[config.mk]
export PLATFORM = sky130hd
export DESIGN_NAME = cgra_row
export DESIGN_NICKNAME = d
export VERILOG_FILES = /design/src/hdl/cgra_pkg.sv /design/src/hdl/config_decoder.sv /design/src/hdl/connect_box.sv /design/src/hdl/switch_box_bottom.sv /design/src/hdl/clb.sv /design/src/hdl/pe_tile_bottom.sv /design/src/hdl/cgra_row.sv
export SDC_FILE = /design/constraint.sdc
export NUM_CORES = 1
export LEC_CHECK = 0
export ABC_AREA = 1
export BUFFER_PORTS_ARGS = -buffer_cell sky130_fd_sc_hd__buf_2
export CAP_MARGIN = 20
export CORE_UTILIZATION = 55
export DETAILED_ROUTE_END_ITERATION = 16
export GPL_ROUTABILITY_DRIVEN = 0
export PLACE_DENSITY_LB_ADDON = 0.12
export SLEW_MARGIN = 20
export SYNTH_ARGS = -nofsm -noshare
export SYNTH_HDL_FRONTEND = slang
export SYNTH_SLANG_ARGS = --single-unit
[constraint.sdc]
create_clock -name clk -period 3.85 [get_ports clk]
set_input_delay 1.155 -clock clk [delete_from_list [all_inputs] [get_ports clk]]
set_output_delay 1.155 -clock clk [all_outputs]
set_load 0.05 [all_outputs]
[src/hdl/cgra_pkg.sv]
package cgra_pkg;

	// config bus fields.
	localparam int cfg_addr_w  = 32;
	localparam int cfg_field_w = 16; // tile field low, block field high.

	// block codes in config_addr[31:16].
	localparam logic [cfg_field_w-1:0] cfg_sb  = 16'd7;
	localparam logic [cfg_field_w-1:0] cfg_cb0 = 16'd6;
	localparam logic [cfg_field_w-1:0] cfg_cb1 = 16'd5;
	localparam logic [cfg_field_w-1:0] cfg_clb = 16'd4;

	// tile identities in config_addr[15:0].
	localparam logic [cfg_field_w-1:0] tile_id_0 = 16'd1;
	localparam logic [cfg_field_w-1:0] tile_id_1 = 16'd2;

	// track geometry. sides are west, south, east, north.
	localparam int num_sides  = 4;
	localparam int num_tracks = 4;

	// switch box, one selector per output track.
	localparam int sb_sel_w = 2;
	localparam int sb_cfg_w = num_sides * num_tracks * sb_sel_w;

	// connect box selector.
	localparam int cb_sel_w = 3;

	// logic block opcodes.
	localparam int clb_op_w = 2;
	localparam logic [clb_op_w-1:0] clb_and  = 2'd0;
	localparam logic [clb_op_w-1:0] clb_or   = 2'd1;
	localparam logic [clb_op_w-1:0] clb_xor  = 2'd2;
	localparam logic [clb_op_w-1:0] clb_nand = 2'd3;

endpackage

[src/hdl/config_decoder.sv]
`timescale 1ns/100ps

module config_decoder
	import cgra_pkg::*;
	#(
	parameter logic [cfg_field_w-1:0] tile_id = 16'd0
	) (
	input  logic [cfg_addr_w-1:0] config_addr,
	output logic                  en_sb,
	output logic                  en_cb0,
	output logic                  en_cb1,
	output logic                  en_clb
	);

	logic                   tile_match;
	logic [cfg_field_w-1:0] block_code;

	assign tile_match = (config_addr[cfg_field_w-1:0] == tile_id);
	assign block_code = config_addr[cfg_addr_w-1:cfg_field_w];

	always_comb begin
		en_sb  = 1'b0;
		en_cb0 = 1'b0;
		en_cb1 = 1'b0;
		en_clb = 1'b0;
		if (tile_match) begin
			case (block_code)
				cfg_sb:  en_sb  = 1'b1;
				cfg_cb0: en_cb0 = 1'b1;
				cfg_cb1: en_cb1 = 1'b1;
				cfg_clb: en_clb = 1'b1;
				default: ; // unknown block, no write.
			endcase
		end
	end

endmodule

[src/hdl/connect_box.sv]
`timescale 1ns/100ps

module connect_box
	import cgra_pkg::*;
	(
	input  logic                   clk,
	input  logic                   reset,
	input  logic                   config_en,
	input  logic [cb_sel_w-1:0]    config_data,
	input  logic [2**cb_sel_w-1:0] track_in,
	output logic                   block_out
	);

	logic [cb_sel_w-1:0] sel;

	// selector register.
	always_ff @(posedge clk) begin
		if (reset) begin
			sel <= '0;
		end else if (config_en) begin
			sel <= config_data;
		end
	end

	// low half is the tile inputs, high half the switch box outputs.
	assign block_out = track_in[sel];

endmodule

[src/hdl/switch_box_bottom.sv]
`timescale 1ns/100ps

module switch_box_bottom
	import cgra_pkg::*;
	(
	input  logic                  clk,
	input  logic                  reset,
	input  logic                  config_en,
	input  logic [sb_cfg_w-1:0]   config_data,
	input  logic                  pe_output,
	input  logic [num_tracks-1:0] in_west,
	input  logic [num_tracks-1:0] in_south,
	input  logic [num_tracks-1:0] in_east,
	input  logic [num_tracks-1:0] in_north,
	output logic [num_tracks-1:0] out_west,
	output logic [num_tracks-1:0] out_south,
	output logic [num_tracks-1:0] out_east,
	output logic [num_tracks-1:0] out_north
	);

	logic [sb_cfg_w-1:0]   sb_config;
	logic [num_tracks-1:0] side_in [num_sides];
	wire  [num_tracks-1:0] side_out [num_sides];

	always_ff @(posedge clk) begin
		if (reset) begin
			sb_config <= '0;
		end else if (config_en) begin
			sb_config <= config_data;
		end
	end

	// side order 0 west, 1 south, 2 east, 3 north.
	assign side_in[0] = in_west;
	assign side_in[1] = in_south;
	assign side_in[2] = in_east;
	assign side_in[3] = in_north;

	assign out_west  = side_out[0];
	assign out_south = side_out[1]; // tracks 1 to 3 stay in the tile.
	assign out_east  = side_out[2];
	assign out_north = side_out[3];

	for (genvar s = 0; s < num_sides; s++) begin : g_side
		// the three other sides, increasing order.
		localparam int src0 = (s > 0) ? 0 : 1;
		localparam int src1 = (s > 1) ? 1 : 2;
		localparam int src2 = (s > 2) ? 2 : 3;

		for (genvar t = 0; t < num_tracks; t++) begin : g_track
			localparam int idx = s * num_tracks + t;

			logic [sb_sel_w-1:0] sel;
			logic                route;

			assign sel = sb_config[idx*sb_sel_w +: sb_sel_w];

			always_comb begin
				case (sel)
					2'd0:    route = side_in[src0][t];
					2'd1:    route = side_in[src1][t];
					2'd2:    route = side_in[src2][t];
					default: route = pe_output; // logic block result.
				endcase
			end

			assign side_out[s][t] = route;
		end
	end

endmodule

[src/hdl/clb.sv]
`timescale 1ns/100ps

module clb
	import cgra_pkg::*;
	(
	input  logic                clk,
	input  logic                reset,
	input  logic                config_en,
	input  logic [clb_op_w-1:0] config_data,
	input  logic                in0,
	input  logic                in1,
	output logic                out
	);

	logic [clb_op_w-1:0] opcode;
	logic                result;

	always_ff @(posedge clk) begin
		if (reset) begin
			opcode <= clb_and;
		end else if (config_en) begin
			opcode <= config_data;
		end
	end

	always_comb begin
		case (opcode)
			clb_and:  result = in0 & in1;
			clb_or:   result = in0 | in1;
			clb_xor:  result = in0 ^ in1;
			clb_nand: result = ~(in0 & in1);
			default:  result = 1'b0;
		endcase
	end

	// one cycle from operand to out.
	always_ff @(posedge clk) begin
		if (reset) begin
			out <= 1'b0;
		end else begin
			out <= result;
		end
	end

endmodule

[src/hdl/pe_tile_bottom.sv]
`timescale 1ns/100ps

module pe_tile_bottom
	import cgra_pkg::*;
	#(
	parameter logic [cfg_field_w-1:0] tile_id = tile_id_0
	) (
	input  logic                  clk,
	input  logic                  reset,
	input  logic [cfg_addr_w-1:0] config_addr,
	input  logic [sb_cfg_w-1:0]   config_data,
	input  logic [num_tracks-1:0] in_west,
	input  logic [num_tracks-1:0] in_south,
	input  logic [num_tracks-1:0] in_east,
	input  logic [num_tracks-1:0] in_north,
	output logic [num_tracks-1:0] out_west,
	output logic [num_tracks-1:0] out_east,
	output logic [num_tracks-1:0] out_north,
	output logic                  out_south0
	);

	logic                  en_sb;
	logic                  en_cb0;
	logic                  en_cb1;
	logic                  en_clb;
	logic                  op_0;
	logic                  op_1;
	logic                  pe_output;
	logic [num_tracks-1:0] sb_south; // only track 0 leaves the tile.

	config_decoder #(
		.tile_id(tile_id)
	) decoder (
		.config_addr(config_addr),
		.en_sb(en_sb),
		.en_cb0(en_cb0),
		.en_cb1(en_cb1),
		.en_clb(en_clb)
	);

	// operand a from the west side.
	connect_box cb0 (
		.clk(clk),
		.reset(reset),
		.config_en(en_cb0),
		.config_data(config_data[cb_sel_w-1:0]),
		.track_in({out_west, in_west}),
		.block_out(op_0)
	);

	// operand b from the south side.
	connect_box cb1 (
		.clk(clk),
		.reset(reset),
		.config_en(en_cb1),
		.config_data(config_data[cb_sel_w-1:0]),
		.track_in({sb_south, in_south}),
		.block_out(op_1)
	);

	switch_box_bottom sb (
		.clk(clk),
		.reset(reset),
		.config_en(en_sb),
		.config_data(config_data),
		.pe_output(pe_output),
		.in_west(in_west),
		.in_south(in_south),
		.in_east(in_east),
		.in_north(in_north),
		.out_west(out_west),
		.out_south(sb_south),
		.out_east(out_east),
		.out_north(out_north)
	);

	clb compute_block (
		.clk(clk),
		.reset(reset),
		.config_en(en_clb),
		.config_data(config_data[clb_op_w-1:0]),
		.in0(op_0),
		.in1(op_1),
		.out(pe_output)
	);

	assign out_south0 = sb_south[0];

endmodule

[src/hdl/cgra_row.sv]
`timescale 1ns/100ps

module cgra_row
	import cgra_pkg::*;
	(
	input  logic                  clk,
	input  logic                  reset,
	input  logic [cfg_addr_w-1:0] config_addr,
	input  logic [sb_cfg_w-1:0]   config_data,
	input  logic [num_tracks-1:0] west_in,
	input  logic [num_tracks-1:0] east_in,
	input  logic [num_tracks-1:0] north0_in,
	input  logic [num_tracks-1:0] north1_in,
	input  logic [num_tracks-1:0] south0_in,
	input  logic [num_tracks-1:0] south1_in,
	output logic [num_tracks-1:0] west_out,
	output logic [num_tracks-1:0] east_out,
	output logic [num_tracks-1:0] north0_out,
	output logic [num_tracks-1:0] north1_out,
	output logic                  south0_out,
	output logic                  south1_out
	);

	logic [num_tracks-1:0] east_bound; // tile0 east to tile1 west.
	logic [num_tracks-1:0] west_bound; // tile1 west to tile0 east.

	pe_tile_bottom #(
		.tile_id(tile_id_0)
	) tile0 (
		.clk(clk),
		.reset(reset),
		.config_addr(config_addr),
		.config_data(config_data),
		.in_west(west_in),
		.in_south(south0_in),
		.in_east(west_bound),
		.in_north(north0_in),
		.out_west(west_out),
		.out_east(east_bound),
		.out_north(north0_out),
		.out_south0(south0_out)
	);

	pe_tile_bottom #(
		.tile_id(tile_id_1)
	) tile1 (
		.clk(clk),
		.reset(reset),
		.config_addr(config_addr),
		.config_data(config_data),
		.in_west(east_bound),
		.in_south(south1_in),
		.in_east(east_in),
		.in_north(north1_in),
		.out_west(west_bound),
		.out_east(east_out),
		.out_north(north1_out),
		.out_south0(south1_out)
	);

endmodule

==> flow_summary.json <==
{
  "fin_util_pct": 64.93,
  "grt_use_total_pct": 32.83,
  "p_sw_mw": 0.4435,
  "clkPwrFrac_pct": 37.7,
  "grt-ovfl-total": 0,
  "synth_fp_nets": 845,
  "cts.clk_slew.worst_paths_ns": 0.07,
  "hpwl_um": 10820,
  "die_h_um": 95.33,
  "whs_endpoint": "tile0.sb.sb_config[12]$_SDFFE_PP0P_",
  "syn2layout_area_growth_pct": 13.03,
  "synth_area_leaders": "dfxtp_1 34%, nand2_1 17%, a21oi_1 13%",
  "cts_buffers": 9,
  "yosysWarnings": 0,
  "fin_setup_tns_ns": 0,
  "antenna_found_initial": 0,
  "maxSlewHeadroom_pct": 46.06,
  "post_cts_buffers": 0,
  "synth-edff-count": 0,
  "critPathArrivalTime_ns": 2.26,
  "fin_crit_ns": 3.418,
  "gr-usage-met1_pct": 41.96,
  "p_sw_share_pct": 26.52,
  "drc": 0,
  "drv_cap": 0,
  "p_leak_nw": 2.061,
  "p_per_area_mw_per_mm2": 308.8,
  "ys_types": 28,
  "postCtsHoldBufs": 0,
  "syn_area_sq_mm": 0.004791,
  "seq_area_frac_synth_pct": 34.26,
  "yosysMostFrequentCell": "nand2_1",
  "timing.rr.end": "tile1.compute_block.out$_SDFF_PP0_",
  "finalNetCount": 918,
  "worstHoldPathCells": 2,
  "syn_inst": 751,
  "antenna_left": 0,
  "irDropWorstVdd_mv": 0.1452,
  "worst-r2r-setup-slack_ns": 1.47,
  "viasPerCell": 5.724,
  "grt_pass1_wl_um": 22400,
  "cpMaxStageDelayCell": "buf_2",
  "met3_usage_pct": 3.828,
  "fmax_mhz": 292.6,
  "outcome": "completed",
  "worstMarginPinSlew_ns": 0.8091,
  "fin_crit_sh_pct": 88.78,
  "setup_viol": 0,
  "pin_count": 108,
  "fin_skew_ns": 0.01014,
  "async_flop_share_pct": 0,
  "gr-usage-met2_pct": 53.81,
  "drive_gt1_share_pct": 15.92,
  "hold_class": "reg -> reg",
  "fp-row-count": 33,
  "synth_seq_cells": 82,
  "pre_cts_slack_ns": 0.4195,
  "dr.pass1.iters": 5,
  "required_ns": 2.69,
  "totalWireLength_um": 14640,
  "first_iter_violations": 420,
  "p_total_mw": 1.672,
  "coreArea_sq_mm": 0.008341,
  "cts_resized": 0,
  "slew_violations": 0,
  "grt_max_degree": 46,
  "htreeDepth": 3,
  "cts_tree": "built",
  "synth_common_cells": "214 x nand2_1, 124 x a21oi_1, 116 x nand3_1",
  "r2r_cells": 12,
  "hold_start": "tile0.sb.sb_config[12]$_SDFFE_PP0P_",
  "path_class": "in -> out",
  "hold_viol_final": 0,
  "grt.busiest_layer": "met2",
  "die_x_um": 95.33,
  "seqPwrFrac_pct": 50.9,
  "crit_chain": "buf_2, nand2_1, nand3_1, nand2_1, o21ai_0, a21boi_0, buf_2",
  "cts_sinks": 82,
  "synth_top_area_share_pct": 34.26,
  "critical_path.max_stage_delay_ns": 0.31,
  "diodes": 0,
  "die_area_sq_mm": 0.009088,
  "wire_per_inst_um": 15.68,
  "combPwrFrac_pct": 11.4,
  "cts_root_buffer": "clkbuf_8",
  "start_util_pct": 57.44,
  "instances_no_fill": 934,
  "grt_pass1_vias": 4760,
  "dpl.cell_count": 918,
  "r2r_start": "tile0.compute_block.out$_SDFF_PP0_",
  "syn_area_per_cell_sq_um": 6.379,
  "worstPathMaxFanout": 3,
  "cts.path.max_buffers": 2,
  "clkLatencyLatePin_ns": 0.36,
  "p_int_mw": 1.229,
  "yosysTopAreaCell": "dfxtp_1",
  "synth_ff_type": "dfxtp_1",
  "port_buffers": 107,
  "rsz0062_at_grt": "no",
  "worst_slack_ns": 0.4320,
  "crit_start": "north1_in[3]",
  "vias": 5346,
  "worst_setup_path_end_kind": "output port",
  "crit_path_start_kind": "input port"
}
## registers in the layout, indices dropped and copies added (netlist names)
| name | cells |
|---|---|
| tile1.compute_block.out | 1 |
| tile0.sb.sb_config | 32 |
| tile1.compute_block.opcode | 2 |
| tile1.cb0.sel | 3 |
| tile1.cb1.sel | 3 |
| tile0.cb1.sel | 3 |
| tile0.compute_block.out | 1 |
| tile0.compute_block.opcode | 2 |
| tile1.sb.sb_config | 32 |
| tile0.cb0.sel | 3 |
## worst max-delay path by stage
stage | endpoint | slack [ns] | cells past startpoint
after CTS | north0_out[3] | 0.41 | 7
after detailed placement | north0_out[3] | 0.42 | 7
after floorplan | north0_out[3] | 0.84 | 6
final | north0_out[3] | 0.43 | 7
after global routing | north0_out[3] | 0.36 | 7
after global placement | north0_out[3] | 0.44 | 7
## worst max-delay path, delay by kind of cell
kind / cells / cell delay (ns)
buf+inv: 2 / 0.42
compound gates: 2 / 0.40
simple gates: 3 / 0.28
## power groups by stage
stage | Combinational (mW) | Sequential, mW | Clock (mW)
6_report | 0.191 | 0.851 | 0.630
5_1_grt | 0.205 | 0.851 | 0.666
4_1_cts | 0.189 | 0.851 | 0.638
3_5_place_dp | 0.188 | 0.871 | 0
3_3_place_gp | 0.185 | 0.871 | 0
2_1_floorplan | 0.108 | 0.868 | 0
## layout make-up
cell class	count	area [sq um]
Fill cell	780	2925
Clock inverter	4	51.30
Sequential cell	82	1642
Multi-Input combinational cell	546	2570
Inverter	72	270.3
Clock buffer	12	145.1
Timing Repair Buffer	113	605.6
Tap cell	105	131.4
## per-stage QoR
stage | area (sq um) | hold WS, ns
CTS | 5415 | 0.4706
finish | 5415 | 0.4701
detailed placement | 5219 | 0.4591
floorplan | 4791 | 0.4401
global route | 5415 | 0.4948
global placement | 5219 | 0.4518
## layout by cell type (no fill, tap or decap), types with 4 or more instances in the layout
master,n
a21oi_1,124
nand2_1,214
clkbuf_8,10
o211ai_1,10
nor4_1,6
nor3_1,5
buf_4,4
buf_2,107
o21ai_0,24
inv_1,70
nor2_1,23
ha_1,4
dfxtp_1,82
nand3_1,116
## logic make-up (layout without fill, tap and decap cells)
kind of cell / after synthesis / count (layout) / synth area share [%]
simple gates: 373 / 373 / 33.56
compound gates: 168 / 168 / 18.73
buf+inv: 123 / 201 / 12.20
flops: 82 / 82 / 34.26
fa+ha+maj: 4 / 4 / 1.045
mux: 1 / 1 / 0.2089
## metal layers
layer  part of all wire, %  vias up  wire [um]
met1                    43     2416       6263
li1                      -     2630          -
met5                     0        -          0
met4                   3.9        0        566
met2                    46      255       6678
met3                   7.8       45       1135
(Power assumes the default switching activity.)
